--- src/rtl/axi_demux_pkg.sv ---
// AXI demux tracker shared definitions
`default_nettype none

package axi_demux_pkg;

  // Topology
  localparam int num_subs = 2;
  localparam int sub_w = 1;
  localparam int id_w = 2;
  localparam int num_ids = 2 ** id_w;

  // Depth of the per-ID response tracking FIFO
  localparam int max_outstanding = 4;

  localparam int req_payload_w = 8;
  localparam int resp_payload_w = 8;

  // Tracking FIFO pointer and occupancy widths
  localparam int ptr_w = $clog2(max_outstanding);
  localparam int cnt_w = $clog2(max_outstanding + 1);

  typedef logic [id_w-1:0] axi_id_t;
  typedef logic [sub_w-1:0] sub_sel_t;

  // Request as presented to a subordinate
  typedef struct packed {
    axi_id_t                  id;
    logic [req_payload_w-1:0] payload;
  } req_t;

  // One response beat
  typedef struct packed {
    axi_id_t                   id;
    logic [resp_payload_w-1:0] payload;
    logic                      last;
  } resp_t;

endpackage

`default_nettype wire

--- src/rtl/track_if.sv ---
// Response tracking FIFO link
`timescale 1ns/1ps
`default_nettype none

interface track_if
  import axi_demux_pkg::*;
();

  // Push side, one entry per routed request
  logic     push_valid;
  logic     push_ready;
  axi_id_t  push_id;
  sub_sel_t push_sub;

  // Pop side, the head of each per-ID FIFO
  logic [num_ids-1:0]     pop_valid;
  sub_sel_t [num_ids-1:0] pop_sub;
  logic [num_ids-1:0]     pop_ready;

  modport router (output push_valid, output push_id, output push_sub, input push_ready);

  modport fifo (
    input  push_valid, push_id, push_sub, pop_ready,
    output push_ready, pop_valid, pop_sub
  );

  modport arbiter (input pop_valid, input pop_sub, output pop_ready);

endinterface

`default_nettype wire

--- src/rtl/axi_demux_tracker.sv ---
// AXI request demux and response tracker
`timescale 1ns/1ps
`default_nettype none

module axi_demux_tracker
  import axi_demux_pkg::*;
(
  input  logic                                     clk,
  input  logic                                     rst_n,
  // Request from the manager
  input  logic                                     upstream_axvalid,
  output logic                                     upstream_axready,
  input  axi_id_t                                  upstream_axid,
  input  sub_sel_t                                 upstream_ax_sub_select,
  input  logic [req_payload_w-1:0]                 upstream_ax_payload,
  // Requests to the subordinates
  output logic [num_subs-1:0]                      downstream_axvalid,
  input  logic [num_subs-1:0]                      downstream_axready,
  output axi_id_t [num_subs-1:0]                   downstream_axid,
  output logic [num_subs-1:0][req_payload_w-1:0]   downstream_ax_payload,
  // Responses from the subordinates
  input  logic [num_subs-1:0]                      downstream_xvalid,
  output logic [num_subs-1:0]                      downstream_xready,
  input  axi_id_t [num_subs-1:0]                   downstream_xid,
  input  logic [num_subs-1:0]                      downstream_xlast,
  input  logic [num_subs-1:0][resp_payload_w-1:0]  downstream_x_payload,
  // Response to the manager
  output logic                                     upstream_xvalid,
  input  logic                                     upstream_xready,
  output axi_id_t                                  upstream_xid,
  output logic                                     upstream_xlast,
  output logic [resp_payload_w-1:0]                upstream_x_payload,
  // Write data flow token
  output logic                                     wdata_flow_valid,
  input  logic                                     wdata_flow_ready,
  output sub_sel_t                                 wdata_flow_sub_select
);

  req_t [num_subs-1:0]  ds_req;
  resp_t [num_subs-1:0] ds_resp;

  track_if trk ();

  for (genvar i = 0; i < num_subs; i++) begin : gen_port
    assign downstream_axid[i]       = ds_req[i].id;
    assign downstream_ax_payload[i] = ds_req[i].payload;
    assign ds_resp[i] = '{
      id:      downstream_xid[i],
      payload: downstream_x_payload[i],
      last:    downstream_xlast[i]
    };
  end

  req_router i_req_router (
    .clk                    (clk),
    .rst_n                  (rst_n),
    .upstream_axvalid       (upstream_axvalid),
    .upstream_axready       (upstream_axready),
    .upstream_axid          (upstream_axid),
    .upstream_ax_sub_select (upstream_ax_sub_select),
    .upstream_ax_payload    (upstream_ax_payload),
    .downstream_axvalid     (downstream_axvalid),
    .downstream_axready     (downstream_axready),
    .downstream_ax          (ds_req),
    .wdata_flow_valid       (wdata_flow_valid),
    .wdata_flow_ready       (wdata_flow_ready),
    .wdata_flow_sub_select  (wdata_flow_sub_select),
    .trk                    (trk.router)
  );

  resp_track_fifo i_resp_track_fifo (
    .clk   (clk),
    .rst_n (rst_n),
    .trk   (trk.fifo)
  );

  resp_arbiter i_resp_arbiter (
    .clk                (clk),
    .rst_n              (rst_n),
    .downstream_xvalid  (downstream_xvalid),
    .downstream_xready  (downstream_xready),
    .downstream_x       (ds_resp),
    .upstream_xvalid    (upstream_xvalid),
    .upstream_xready    (upstream_xready),
    .upstream_xid       (upstream_xid),
    .upstream_xlast     (upstream_xlast),
    .upstream_x_payload (upstream_x_payload),
    .trk                (trk.arbiter)
  );

endmodule

`default_nettype wire

--- src/rtl/req_router.sv ---
// Request skid buffer, fork and demux
`timescale 1ns/1ps
`default_nettype none

module req_router
  import axi_demux_pkg::*;
(
  input  logic                     clk,
  input  logic                     rst_n,
  input  logic                     upstream_axvalid,
  output logic                     upstream_axready,
  input  axi_id_t                  upstream_axid,
  input  sub_sel_t                 upstream_ax_sub_select,
  input  logic [req_payload_w-1:0] upstream_ax_payload,
  output logic [num_subs-1:0]      downstream_axvalid,
  input  logic [num_subs-1:0]      downstream_axready,
  output req_t [num_subs-1:0]      downstream_ax,
  output logic                     wdata_flow_valid,
  input  logic                     wdata_flow_ready,
  output sub_sel_t                 wdata_flow_sub_select,
  track_if.router                  trk
);

  // Head entry feeds the fork, skid entry catches the beat in flight
  logic     head_valid;
  req_t     head_req;
  sub_sel_t head_sel;
  logic     skid_valid;
  req_t     skid_req;
  sub_sel_t skid_sel;
  logic     in_push;
  logic     head_load;
  logic     head_retire;

  // Branch bits are downstream demux, tracking FIFO and wdata token
  logic [2:0] branch_acc;
  logic [2:0] branch_valid;
  logic [2:0] branch_ready;
  logic [2:0] branch_fire;
  sub_sel_t   demux_sel;
  logic       ds_ready;

  // Ready comes straight from a flop
  assign upstream_axready = ~skid_valid;
  assign in_push          = upstream_axvalid & ~skid_valid;
  assign head_load        = head_retire | ~head_valid;

  always_ff @(posedge clk) begin
    if (!rst_n) begin
      head_valid <= 1'b0;
      skid_valid <= 1'b0;
    end else if (head_load) begin
      head_valid <= skid_valid | in_push;
      skid_valid <= 1'b0;
    end else if (in_push) begin
      skid_valid <= 1'b1;
    end
  end

  always_ff @(posedge clk) begin
    if (head_load) begin
      if (skid_valid) begin
        head_req <= skid_req;
        head_sel <= skid_sel;
      end else begin
        head_req <= '{id: upstream_axid, payload: upstream_ax_payload};
        head_sel <= upstream_ax_sub_select;
      end
    end else if (in_push) begin
      skid_req <= '{id: upstream_axid, payload: upstream_ax_payload};
      skid_sel <= upstream_ax_sub_select;
    end
  end

  // A branch that already took the request stays quiet until it retires
  assign branch_valid = {3{head_valid}} & ~branch_acc;
  assign branch_ready = {wdata_flow_ready, trk.push_ready, ds_ready};
  assign branch_fire  = branch_valid & branch_ready;
  assign head_retire  = head_valid & (&(branch_acc | branch_fire));

  always_ff @(posedge clk) begin
    if (!rst_n) begin
      branch_acc <= '0;
    end else if (head_retire) begin
      branch_acc <= '0;
    end else begin
      branch_acc <= branch_acc | branch_fire;
    end
  end

  // Park the select on port 0 when the demux branch is idle
  assign demux_sel = branch_valid[0] ? head_sel : '0;
  assign ds_ready  = downstream_axready[demux_sel];

  for (genvar i = 0; i < num_subs; i++) begin : gen_demux
    assign downstream_axvalid[i] = branch_valid[0] && (demux_sel == sub_sel_t'(i));
    assign downstream_ax[i]      = head_req;
  end

  assign trk.push_valid = branch_valid[1];
  assign trk.push_id    = head_req.id;
  assign trk.push_sub   = head_sel;

  assign wdata_flow_valid      = branch_valid[2];
  assign wdata_flow_sub_select = head_sel;

endmodule

`default_nettype wire

--- src/rtl/resp_arbiter.sv ---
// Response ordering, LRU arbitration and output register
`timescale 1ns/1ps
`default_nettype none

module resp_arbiter
  import axi_demux_pkg::*;
(
  input  logic                      clk,
  input  logic                      rst_n,
  input  logic [num_subs-1:0]       downstream_xvalid,
  output logic [num_subs-1:0]       downstream_xready,
  input  resp_t [num_subs-1:0]      downstream_x,
  output logic                      upstream_xvalid,
  input  logic                      upstream_xready,
  output axi_id_t                   upstream_xid,
  output logic                      upstream_xlast,
  output logic [resp_payload_w-1:0] upstream_x_payload,
  track_if.arbiter                  trk
);

  logic [num_subs-1:0] port_req;
  logic [num_subs-1:0] arb_gnt;
  logic [num_subs-1:0] hold_gnt;
  logic [num_subs-1:0] gnt;
  sub_sel_t            gnt_idx;
  sub_sel_t            lru_first;
  sub_sel_t            lru_second;

  logic  pre_valid;
  logic  pre_ready;
  logic  pre_accept;
  resp_t pre_beat;

  logic  out_valid;
  resp_t out_beat;

  // A port may go only when it heads the tracking FIFO of its response ID
  for (genvar i = 0; i < num_subs; i++) begin : gen_req
    assign port_req[i] = downstream_xvalid[i]
                         && trk.pop_valid[downstream_x[i].id]
                         && (trk.pop_sub[downstream_x[i].id] == sub_sel_t'(i));
  end

  // With two ports the LRU order is a single bit naming the older port
  assign lru_second = ~lru_first;

  always_comb begin
    arb_gnt = '0;
    if (port_req[lru_first]) begin
      arb_gnt[lru_first] = 1'b1;
    end else if (port_req[lru_second]) begin
      arb_gnt[lru_second] = 1'b1;
    end
  end

  // Inside a burst the held grant overrides the arbiter
  assign gnt = (|hold_gnt) ? hold_gnt : arb_gnt;

  always_comb begin
    gnt_idx  = '0;
    pre_beat = '0;
    for (int i = 0; i < num_subs; i++) begin
      if (gnt[i]) begin
        gnt_idx  = sub_sel_t'(i);
        pre_beat = pre_beat | downstream_x[i];
      end
    end
  end

  assign pre_valid  = |(port_req & gnt);
  assign pre_ready  = ~out_valid | upstream_xready;
  assign pre_accept = pre_valid & pre_ready;

  assign downstream_xready = gnt & port_req & {num_subs{pre_ready}};

  always_ff @(posedge clk) begin
    if (!rst_n) begin
      hold_gnt  <= '0;
      lru_first <= '0;
    end else if (pre_accept) begin
      hold_gnt  <= pre_beat.last ? '0 : gnt;
      // The port just served becomes the most recent one
      lru_first <= ~gnt_idx;
    end
  end

  // The last beat of a burst retires the head entry of its ID
  for (genvar j = 0; j < num_ids; j++) begin : gen_pop
    assign trk.pop_ready[j] = pre_accept && pre_beat.last && (pre_beat.id == axi_id_t'(j));
  end

  // Forward register, refilled in the cycle it drains
  always_ff @(posedge clk) begin
    if (!rst_n) begin
      out_valid <= 1'b0;
    end else if (pre_ready) begin
      out_valid <= pre_valid;
    end
  end

  always_ff @(posedge clk) begin
    if (pre_accept) begin
      out_beat <= pre_beat;
    end
  end

  assign upstream_xvalid    = out_valid;
  assign upstream_xid       = out_beat.id;
  assign upstream_xlast     = out_beat.last;
  assign upstream_x_payload = out_beat.payload;

endmodule

`default_nettype wire

--- src/rtl/resp_track_fifo.sv ---
// Per-ID response port FIFOs
`timescale 1ns/1ps
`default_nettype none

module resp_track_fifo
  import axi_demux_pkg::*;
(
  input  logic   clk,
  input  logic   rst_n,
  track_if.fifo  trk
);

  logic [num_ids-1:0] id_full;

  function automatic logic [ptr_w-1:0] next_ptr(input logic [ptr_w-1:0] ptr);
    logic [ptr_w-1:0] nxt;
    if (ptr == ptr_w'(max_outstanding - 1)) begin
      nxt = '0;
    end else begin
      nxt = ptr + 1'b1;
    end
    return nxt;
  endfunction

  // A full FIFO for the incoming ID stalls the fork
  assign trk.push_ready = ~id_full[trk.push_id];

  for (genvar i = 0; i < num_ids; i++) begin : gen_id
    sub_sel_t         mem [max_outstanding];
    logic [ptr_w-1:0] rd_ptr;
    logic [ptr_w-1:0] wr_ptr;
    logic [cnt_w-1:0] count;
    logic             push_en;
    logic             pop_en;

    assign push_en = trk.push_valid && trk.push_ready && (trk.push_id == axi_id_t'(i));
    assign pop_en  = trk.pop_ready[i] && (count != '0);

    assign id_full[i]       = (count == cnt_w'(max_outstanding));
    assign trk.pop_valid[i] = (count != '0);
    assign trk.pop_sub[i]   = mem[rd_ptr];

    always_ff @(posedge clk) begin
      if (!rst_n) begin
        rd_ptr <= '0;
        wr_ptr <= '0;
        count  <= '0;
      end else begin
        if (push_en) begin
          wr_ptr <= next_ptr(wr_ptr);
        end
        if (pop_en) begin
          rd_ptr <= next_ptr(rd_ptr);
        end
        count <= count + cnt_w'(push_en) - cnt_w'(pop_en);
      end
    end

    always_ff @(posedge clk) begin
      if (push_en) begin
        mem[wr_ptr] <= trk.push_sub;
      end
    end
  end

endmodule

`default_nettype wire

--- config.mk ---
export PLATFORM = sky130hd
export DESIGN_NAME = axi_demux_tracker
export DESIGN_NICKNAME = d
export VERILOG_FILES = /design/src/rtl/axi_demux_pkg.sv /design/src/rtl/track_if.sv /design/src/rtl/axi_demux_tracker.sv /design/src/rtl/req_router.sv /design/src/rtl/resp_arbiter.sv /design/src/rtl/resp_track_fifo.sv
export SDC_FILE = /design/constraint.sdc
export NUM_CORES = 1
export LEC_CHECK = 0
export BUFFER_PORTS_ARGS = -buffer_cell sky130_fd_sc_hd__buf_4
export CORE_UTILIZATION = 40
export DETAILED_ROUTE_END_ITERATION = 10
export RECOVER_POWER = 100
export REMOVE_ABC_BUFFERS = 1
export SETUP_SLACK_MARGIN = 0.05
export SYNTH_ARGS = -nofsm -noshare
export SYNTH_HDL_FRONTEND = slang
export SYNTH_SLANG_ARGS = --single-unit
--- constraint.sdc ---
create_clock -name clk -period 12.06 [get_ports clk]
set_input_delay 3.015 -clock clk [delete_from_list [all_inputs] [get_ports clk]]
set_output_delay 3.015 -clock clk [all_outputs]
set_load 0.02 [all_outputs]
## Yosys cells after proc, flatten, opt, wreduce, memory -nomap -nowiden

Memories as Yosys holds them, arrays and structs flattened. A register that Yosys moved wholly into a read port is not among the register bits.
Index checks and enable logic that the tools add are counted.

- $add $sub $neg: 16
- Magnitude comparators: 8
- Equality and inequality tests: 18
- Multiplexer cells: 54
- Bitwise logic cells: 23
- Reduce and logical (&&, ||, !) cells: 34

Operators with widths:

| cell | count |
|---|---|
| two-way mux 2 bit | 20 |
| == test 2 bit (second input constant) | 12 |
| two-way mux 1 bit | 24 |
| logical AND 1 bit | 22 |
| two-way mux 11 bit | 2 |
| adder 2 x 1 -> 2 bit (second input constant) | 8 |
| adder 3 x 1 -> 3 bit | 4 |
| == test 3 bit (second input constant) | 4 |
| nonzero test 3 bit | 4 |
| subtractor 3 x 1 -> 3 bit | 4 |
| bitwise OR 11 bit | 1 |
| binary-select mux 1 bit (select 2 bit) | 5 |
| two-way mux 10 bit | 1 |
| NOT 1 bit | 10 |
| less-than comparator 2 x 3 -> 1 bit (second input constant) | 3 |
| OR reduction 2 bit | 4 |
| bitwise AND 3 bit | 2 |
| less-than comparator 1 x 2 -> 1 bit (second input constant) | 3 |
| bitwise AND 2 bit | 2 |
| == test 2 x 1 -> 1 bit (second input constant) | 2 |
| logical NOT 2 bit | 2 |
| bitwise AND 1 bit | 3 |
| NOT 3 bit | 1 |
| bitwise OR 1 bit | 3 |
| 5 further kinds | 7 |

- Bits in registers: 70
- Memory bits (writable): 16
- Input port bits: 42
- Output and inout port bits: 39
- Word-level logic and storage cells: 184
- Memories kept: 4

Memories:

| name | depth | bits a word | rd ports | clocked after memory_dff | write ports | RTL line | source |
|---|---|---|---|---|---|---|---|
| i_resp_track_fifo.gen_id[0].mem | 4 | 1 | 1 | 1 | 1 | resp_track_fifo.sv:29 | `sub_sel_t mem [max_outstanding];` |
| i_resp_track_fifo.gen_id[1].mem | 4 | 1 | 1 | 1 | 1 | resp_track_fifo.sv:29 |  |
| i_resp_track_fifo.gen_id[2].mem | 4 | 1 | 1 | 1 | 1 | resp_track_fifo.sv:29 |  |
| i_resp_track_fifo.gen_id[3].mem | 4 | 1 | 1 | 1 | 1 | resp_track_fifo.sv:29 |  |

## Depth between registers and ports, before layout

Gate-level depths: netlist (run 1).

- Word-level depth: 18
- Depth in mapped cells: 18
- Mapped depth without buffers: 16

## By module

From an unflattened synthesis (run 1), not the netlist that was laid out.

- Cell total of the unflattened synthesis: 399
- Area total of the unflattened synthesis: 4,707.0 um^2

Modules (own cells, without submodules):

| module | instances | cells each | area each (um^2) | seq. area each (um^2) |
|---|---|---|---|---|
| resp_track_fifo | 1 | 235 | 2,581.2 | 1,201.2 |
| req_router | 1 | 75 | 1,151.1 | 760.7 |
| resp_arbiter | 1 | 89 | 974.7 | 410.4 |

## Worst setup path after synthesis (run 1)

Ideal clock, no wire load.

- Kind: input -> output
- Start: input port downstream_xid[3] (netlist bit)
- End: output port downstream_xready[1]
- Arrival: 4.312 ns
- Required time: 9.045 ns
- Setup slack: 4.733 ns
- Stages on the path: 6
- Buffers on the path: 1
- Path through: buf_2 -> nor4_1 -> a2111o_1 -> o22ai_2 -> nor2b_1 -> o21a_1

- Word-level cells in the longest chain between the ends: 11
- Elaborated cells between the ends (all ways): 15
- Those cells by class: mux (11); bitwise (2); reduce/logical (2)

RTL lines:

| element | RTL line | source |
|---|---|---|
| start, declared | axi_demux_tracker.sv:24 | `input axi_id_t [num_subs-1:0] downstream_xid,` |
| binary-select mux 1 bit (select 2 bit) | resp_arbiter.sv:40 | `&& trk.pop_valid[downstream_x[i].id]` |
| two-way mux 1 bit (implied by the code) | resp_arbiter.sv:40 |  |
| logical AND 1 bit | resp_arbiter.sv:40 |  |
| logical AND 1 bit * | resp_arbiter.sv:41 | `&& (trk.pop_sub[downstream_x[i].id] == sub_sel_t'(i));` |
| two-way mux 1 bit (implied by the code) (2 in a row) | resp_arbiter.sv:51 | `end else if (port_req[lru_second]) begin` |
| two-way mux 2 bit | resp_arbiter.sv:51 |  |
| two-way mux 2 bit | resp_arbiter.sv:49 | `if (port_req[lru_first]) begin` |
| two-way mux 2 bit | resp_arbiter.sv:57 | `assign gnt = (\|hold_gnt) ? hold_gnt : arb_gnt;` |
| bitwise AND 2 bit * (2 in a row) | resp_arbiter.sv:74 | `assign downstream_xready = gnt & port_req & {num_subs{pre_ready}};` |
| end, declared | axi_demux_tracker.sv:23 | `output logic [num_subs-1:0] downstream_xready,` |

Mark *: on every way between the ends. The rest lies on a longest branch, timed or not. The select of a mux whose other input is x is not followed.

## Worst setup path in the final report (run 1)

Same ends and word-level chain as after synthesis.

==> results of run 1 <==
-- worst max-delay path: cells and delay by family --
| kind | cells | cell delay (ns) |
|---|---|---|
| compound gates | 3 | 0.99 |
| buf+inv | 2 | 0.58 |
| simple gates | 2 | 0.34 |
-- per-stage QoR --
step                      worst slack, ns  power (mW)  utilization [%]  cell area (sq um)  std cells
after global placement              4.661      0.4658            47.39               5182        573
after global routing                3.929      0.7643            47.97               5246        589
after detailed placement            4.605      0.4672            47.39               5182        573
final                               4.110      0.7298            47.97               5246        589
after CTS                           4.602      0.7530            50.10               5479        589
after floorplan                     4.935      0.4239                -               4399        352
-- how the worst max path moves through the flow --
stage / from / to / cells after the start
after global placement: downstream_xid[3] / downstream_xready[1] / 7
after floorplan: downstream_xid[3] / downstream_xready[1] / 5
after global routing: downstream_xid[3] / downstream_xready[1] / 7
after detailed placement: downstream_xid[3] / downstream_xready[0] / 8
after CTS: downstream_xid[3] / downstream_xready[0] / 8
final: downstream_xid[3] / downstream_xready[1] / 7
-- Yosys cell counts, drive strengths merged (3+ instances only) --
library cell and count:
mux4 4, mux2 11, dfxtp 45, nor2b 4, a21oi 7, clkbuf 8, o21a 3, nor3b 5
ha 28, nand2 22, a211o 3, buf 15, nor2 27, o21ai 5, edfxtp 49, nor3 9
fa 4, a22o 8, inv 34, mux2i 22, xnor2 6, or3 4, and2 22, nor4 8
-- area by class of cell --
class / count / area [sq um] / share of cell area (%)
repair buffers: 81 / 450.4 / 8.586
multi-input cells: 224 / 1823 / 34.75
inverters: 34 / 128.9 / 2.456
clock buffers: 10 / 229.0 / 4.364
well taps: 140 / 175.2 / 3.339
flip-flops and latches: 94 / 2372 / 45.22
clock inverters: 6 / 67.56 / 1.288
-- where the power goes --
part           internal (mW)  switching (mW)
registers              0.353          0.0126
logic                 0.0313          0.0487
clock network          0.162           0.121
total                  0.547           0.183
-- layer usage --
layer | global-route usage [%] | vias up | part of all wire, %
li1 | - | 1441 | -
met1 | 18.52 | 1360 | 46
met2 | 24.59 | 97 | 46
met3 | 5.666 | 9 | 6.9
met4 | 5.985 | 0 | 1.6
met5 | 0 | - | 0
-- cell families after synthesis --
| kind of cell | Yosys count | synth area share (%) |
|---|---|---|
| AOI/OAI and AO/OA | 40 | 7.625 |
| DFF | 94 | 52.38 |
| and+or+nand+nor | 107 | 13.34 |
| muxes | 37 | 9.862 |
| adders and majority gates | 32 | 9.503 |
| buffers and inverters | 57 | 5.746 |
| xor gates and xnor gates | 8 | 1.547 |
-- sequential cells by signal, indices dropped and copies added, names as in the netlist, named ones only --
name,count
i_resp_track_fifo.gen_id.mem,16
i_req_router.head_valid,1
i_req_router.trk.push_sub,1
i_resp_track_fifo.gen_id.rd_ptr,8
i_req_router.downstream_ax,8
i_resp_arbiter.upstream_xid,2
i_resp_arbiter.hold_gnt,2
i_resp_arbiter.lru_first,1
i_req_router.skid_sel,1
i_resp_track_fifo.gen_id.wr_ptr,8
i_req_router.skid_req,10
i_resp_track_fifo.gen_id.count,12
i_req_router.trk.push_id,2
i_req_router.branch_acc,3
i_resp_arbiter.upstream_xlast,1
i_req_router.skid_valid,1
i_resp_arbiter.upstream_x_payload,8
i_resp_arbiter.upstream_xvalid,1
==> results by group, run 1 <==
Min path
  • WHS Path Cells: 2
  • Type of the most critical hold path: reg2reg
  • Min-delay src: i_resp_track_fifo.gen_id[3].rd_ptr[1]

Logic synthesis
  • Distinct cell type count after synthesis: 49
  • Cell count after synthesis: around 380
  • Post-Syn Area: between 4000 and 5000 sq um
  • Post-synth EDFFs: 49
  • Main synth FF type: edfxtp_1
  • Post-synth top area share: 32.49%
  • Top cells by area, synth: edfxtp_1 (32%), dfxtp_1 (20%), ha_1 (7.7%), mux2i_1 (4.6%), and2_1 (3.0%)
  • #FFs+latches synth: 94
  • Post-synth ARST share: 0%
  • Post-synth top area cell: edfxtp_1
  • Register area share after synthesis: roughly 52%
  • YS warnings: 0
  • Mean Syn Cell Area: between 10 and 15 sq um

Placed design
  • IO Port Bufs: 80
  • Detailed Place HPWL: around 6 mm
  • Final GP Congestion: 0.8014

Layout
  • Share of cells above drive strength 1: around 16%
  • Leading cell type in the layout, fill and taps excluded: edfxtp_1
  • Most frequent cells in the layout: edfxtp_1 (49), dfxtp_1 (45), clkbuf_1 (43), inv_1 (33), ha_1 (28)
  • Nets: between 500 and 600
  • Final antenna diode count: 0
  • Area grow syn2layout: 15.83%
  • # fillers: ~1000

Die
  • Boundary Pins: between 80 and 90
  • Core region area: ~11000 sq um
  • Rows: 38
  • Die height: ~110 um
  • Starting Density: 41.42%
  • Die area: ~12000 sq um
  • Die W: 108.4 um

Route
  • Post-DRT Antenna Nets: 0
  • First-pass iteration count of the detailed router: 4
  • DRC Markers: 0
  • Post-detailed-routing wire length: between 8 and 9 mm
  • Via count: 2907
  • Avg Vias per Cell: around 4.9
  • DRT iter0 DRCs: 118
  • DR WL/cell: roughly 14 um

STA
  • Final setup vio count: 0
  • Setup Skew: just over 0.007 ns
  • Worst hold slack: just under 0.5 ns
  • Actual slew at the worst max-slew pin: 0.9350 ns
  • Final count of pins violating max slew: 0
  • Final Cycle Share: between 60% and 70%
  • RSZ-0062 raised after global routing: no
  • Slew headroom: between 30% and 40%
  • Final setup TNS: 0 ns
  • Final Hold Viols: 0
  • Fmax achieved: 0.1258 GHz
  • Clock period minus worst slack: 7.950 ns

Worst setup path
  • Reg-to-reg setup timing slack: roughly 7.2 ns
  • Critical Path AT: approximately 5 ns
  • Crit path max fanout: 8
  • Reg2reg start: i_resp_track_fifo.gen_id[3].mem[3]
  • Setup crit start kind: input pin
  • RR Endpoint: i_resp_track_fifo.gen_id[0].count[2]
  • Worst path slowest cell: o22ai_1
  • WS Path Type: in2out
  • Worst-case reg-to-reg path depth: 16
  • Worst Path Required: ~9 ns
  • Crit-path max cell delay: 0.46 ns
  • Worst-path cell chain: clkbuf_1 > nor4_1 > a2111o_1 > o22ai_1 > nor2b_1 > o21a_1 > clkbuf_1
  • Cell mode on critical path: clkbuf_1
  • Critical Path End Type: output pin

CTS
  • Root buffer cell: clkbuf_16
  • Worst-Skew Late Latency: around 0.35 ns
  • Post-cts resize count: 0
  • Reg clk slew, reported paths: 0.06 ns
  • Clk buf depth: 2
  • Sink Count: between 90 and 100
  • Post-cts hold buffer count: 0
  • # Post-CTS Setup Buffers: 0
  • CTS tree: built
  • CTS Buf Count: 9
  • H-tree Lvls: 3

GRT
  • GRT overflow: 0
  • Initial antenna violation count: 0
  • Vias in the first global route: ~2700
  • GR Util All Layers: between 15 and 20%
  • Largest net degree at the start of global routing: 23
  • First-pass GRT wire length: around 13 mm

Power
  • P per Cell Area: ~140 nW/um^2
  • Worst VDD drop: about 83 uV
  • Leakage: between 2 and 2.5 nW

Status
  • Run status: completed

Job
  • MaxCap Viol Count: 0
Power figures use the tool's default switching activity.
==> inputs of run 2 (changes only) <==
==> constraint.sdc (replaced) <==
create_clock -name clk -period 6.5 [get_ports clk]
set_input_delay 1.625 -clock clk [delete_from_list [all_inputs] [get_ports clk]]
set_output_delay 1.625 -clock clk [all_outputs]
set_load 0.02 [all_outputs]
==> results by group, run 2 (synthesis results as in run 1) <==
Min path
  • Min-delay src: i_req_router.branch_acc[1] (was i_resp_track_fifo.gen_id[3].rd_ptr[1])
  • WHS Endpoint: i_req_router.branch_acc[1]
  • WHS Path Cells: 2 (unchanged)
  • Type of the most critical hold path: reg2reg (unchanged)

Die
  • Die area: 11750 sq um (unchanged)
  • Starting Density: 41.42% (unchanged)
  • Core region area: 10940 sq um (unchanged)
  • Die height: 108.4 um (unchanged)
  • Die W: 108.4 um (unchanged)
  • Boundary Pins: 81 (unchanged)
  • Rows: 38 (unchanged)

STA
  • Slew headroom: 35.56% (was 37.67%)
  • Fmax achieved: 0.1817 GHz
  • Setup Skew: 0.008446 ns (was 0.007161 ns)
  • Worst hold slack: 0.4837 ns (was 0.4865 ns)
  • Final setup TNS: 0 ns (unchanged)
  • Final Cycle Share: a little over four fifths
  • Final setup vio count: 0 (unchanged)
  • Final Hold Viols: 0 (unchanged)
  • Final count of pins violating max slew: 0 (unchanged)
  • Clock period minus worst slack: around 5.5 ns
  • Actual slew at the worst max-slew pin: 0.9665 ns (was 0.9350 ns)
  • RSZ-0062 raised after global routing: no (unchanged)

CTS
  • Post-cts hold buffer count: 0 (unchanged)
  • Root buffer cell: clkbuf_16 (unchanged)
  • CTS Buf Count: 9 (unchanged)
  • # Post-CTS Setup Buffers: 0 (unchanged)
  • Worst-Skew Late Latency: 0.34 ns (was 0.35 ns)
  • H-tree Lvls: 3 (unchanged)
  • Reg clk slew, reported paths: 0.06 ns (about the same)
  • CTS tree: built (unchanged)
  • Sink Count: 94 (unchanged)
  • Post-cts resize count: 0 (unchanged)
  • Clk buf depth: 2 (unchanged)

Route
  • Avg Vias per Cell: 4.961 (was 4.935)
  • DRC Markers: 0 (unchanged)
  • Via count: 2917 (was 2907)
  • DR WL/cell: 14.20 um (was 14.17 um)
  • First-pass iteration count of the detailed router: 4 (unchanged)
  • DRT iter0 DRCs: 110 (was 118)
  • Post-detailed-routing wire length: 8.347 mm (was 8.344 mm)
  • Post-DRT Antenna Nets: 0 (unchanged)

Worst setup path
  • Setup crit start kind: input pin (unchanged)
  • WP buf/inv: 3 (was 2)
  • Worst-case reg-to-reg path depth: 15 (was 16)
  • CP delay by family, top: compound AO/OA/AOI/OAI gates (unchanged)
  • Critical Path End Type: flip-flop (was output pin)
  • WP depth: 16 (was 7)
  • Worst-path cell chain: clkbuf_1 > nor4_1 > a2111o_1 > o22ai_1 > o211a_1 > or2_0 > a22oi_4 > nor4_2 > ha_1 > inv_1 > ha_1 > inv_1 > fa_1 > xor2_1 > xnor2_1 > nor2_1 (was clkbuf_1 > nor4_1 > a2111o_1 > o22ai_1 > nor2b_1 > o21a_1 > clkbuf_1)
  • Reg2reg start: i_resp_track_fifo.gen_id[0].count[1] (was i_resp_track_fifo.gen_id[3].mem[3])
  • Worst path slowest cell: or2_0 (was o22ai_1)
  • Reg-to-reg setup timing slack: 2.17 ns (was 7.20 ns)
  • WS Path Type: in2reg (was in2out)
  • RR Endpoint: i_resp_track_fifo.gen_id[3].count[2] (was i_resp_track_fifo.gen_id[0].count[2])
  • Crit-path max cell delay: 0.57 ns (was 0.46 ns)
  • Crit path max fanout: 10 (was 8)
  • Worst Path Required: 6.69 ns (was 9.05 ns)
  • Critical Path AT: 5.69 ns (was 4.94 ns)

Power
  • Reg power frac: 48.4% (was 50.2%)
  • Worst VDD drop: 126.7 uV (was 83.04 uV)
  • Power share of the clock group: 40.7% (was 38.9%)
  • Power share of the combinational group: 10.9% (was 11.0%)
  • P per Cell Area: 263.5 nW/um^2 (was 139.1 nW/um^2)
  • Sw frac: 23.48% (was 25.03%)
  • Psw: 329.6 uW (was 182.7 uW)
  • Internal: 1.074 mW (was 547.1 uW)
  • Leakage: 2.051 nW (was 2.019 nW)

GRT
  • Met2 Usage GRT: 25.59% (was 24.59%)
  • Largest net degree at the start of global routing: 23 (unchanged)
  • Initial antenna violation count: 0 (unchanged)
  • First-pass GRT wire length: 13.72 mm (was 13.32 mm)
  • Met1 Use GR: 18.91% (was 18.52%)
  • Met3 Use GR: 3.436% (was 5.666%)
  • GRT overflow: 0 (unchanged)
  • GR Util All Layers: 15.33% (was 15.29%)
  • GR peak layer: met2 (unchanged)
  • Vias in the first global route: 2869 (was 2711)

Status
  • Run status: completed (unchanged)

Job
  • MaxCap Viol Count: 0 (unchanged)

Layout
  • Largest register FFs: 16 (unchanged)
  • Nets: 518 (unchanged)
  • Final antenna diode count: 0 (unchanged)
  • Most frequent cells in the layout: edfxtp_1 (49), dfxtp_1 (45), clkbuf_1 (44), inv_1 (33), ha_1 (28) (was edfxtp_1 (49), dfxtp_1 (45), clkbuf_1 (43), inv_1 (33), ha_1 (28))
  • Largest Register: i_resp_track_fifo.gen_id.mem (unchanged)
  • Top flop regs: i_resp_track_fifo.gen_id.mem x16, i_resp_track_fifo.gen_id.count x12, i_req_router.skid_req x10 (unchanged)
  • Share of cells above drive strength 1: 16.96% (was 16.48%)
  • Area grow syn2layout: 17.60% (was 15.83%)
  • Leading cell type in the layout, fill and taps excluded: edfxtp_1 (unchanged)

Placed design
  • IO Port Bufs: 80 (unchanged)
  • Detailed Place HPWL: 5.975 mm (was 6.004 mm)
  • Final GP Congestion: 0.7778 (was 0.8014)
[run 2: changes by cell type in the layout (fill, tap and decap cells not counted), sizes merged]
cell / change
clkinv: -2
inv: -2
bufinv: +1
clkbuf: +2
[run 2: power by group through the flow]
stage / Combinational (mW) / Sequential, mW / Clock, mW
finish: 0.153 / 0.679 / 0.571
global placement: 0.172 / 0.692 / 0
CTS: 0.175 / 0.680 / 0.586
global route: 0.170 / 0.683 / 0.607
floorplan: 0.0776 / 0.709 / 0
detailed placement: 0.174 / 0.693 / 0
[run 2: worst max-delay path by stage]
stage | start | endpoint
finish | downstream_xid[3] | i_resp_track_fifo.gen_id[3].count[2]
global route | downstream_xid[3] | i_resp_track_fifo.gen_id[3].count[2]
CTS | downstream_xid[3] | i_resp_track_fifo.gen_id[3].count[2]
detailed placement | downstream_xid[3] | i_resp_track_fifo.gen_id[3].count[2]
global placement | downstream_xid[3] | i_resp_track_fifo.gen_id[3].count[2]
floorplan | downstream_xid[3] | i_resp_track_fifo.gen_id[3].count[2]
[run 2: final cells by class]
type                    count  area (sq um)
fillers                  1008          5609
flip-flops and latches     94          2372
multi-input cells         224          1873
repair buffers             81         450.4
clock buffers              12         257.7
well taps                 140         175.2
inverters                  34         130.1
clock inverters             3         67.56
[run 2: metrics by stage]
stage / instances / setup slack, ns / area [sq um] / power [mW] / utilization, %
final: 588 / 0.9972 / 5326 / 1.403 / 48.71
after CTS: 588 / 1.375 / 5508 / 1.441 / 50.37
after global routing: 588 / 0.6633 / 5326 / 1.460 / 48.71
after floorplan: 352 / 1.607 / 4399 / 0.7864 / -
after detailed placement: 573 / 1.011 / 5182 / 0.8669 / 47.39
after global placement: 573 / 1.118 / 5182 / 0.8645 / 47.39
[run 2: worst reg2reg max path, stage by stage (launching register included)]
cell and delay [ns]:
dfxtp_1 0.46, nor4_1 0.10, a2111o_1 0.40, o22ai_1 0.45, o211a_1 0.25, or2_0 0.57, a22oi_4 0.16, nor4_2 0.48
ha_1 0.31, inv_1 0.06, ha_1 0.13, inv_1 0.05, fa_1 0.39, xor2_1 0.18, xnor2_1 0.13, nor2_1 0.05
[run 2: metal layers]
| layer | up-vias | routed length, um |
|---|---|---|
| met4 | 0 | 119 |
| li1 | 1436 | - |
| met1 | 1379 | 3825 |
| met5 | - | 0 |
| met3 | 10 | 546 |
| met2 | 92 | 3855 |
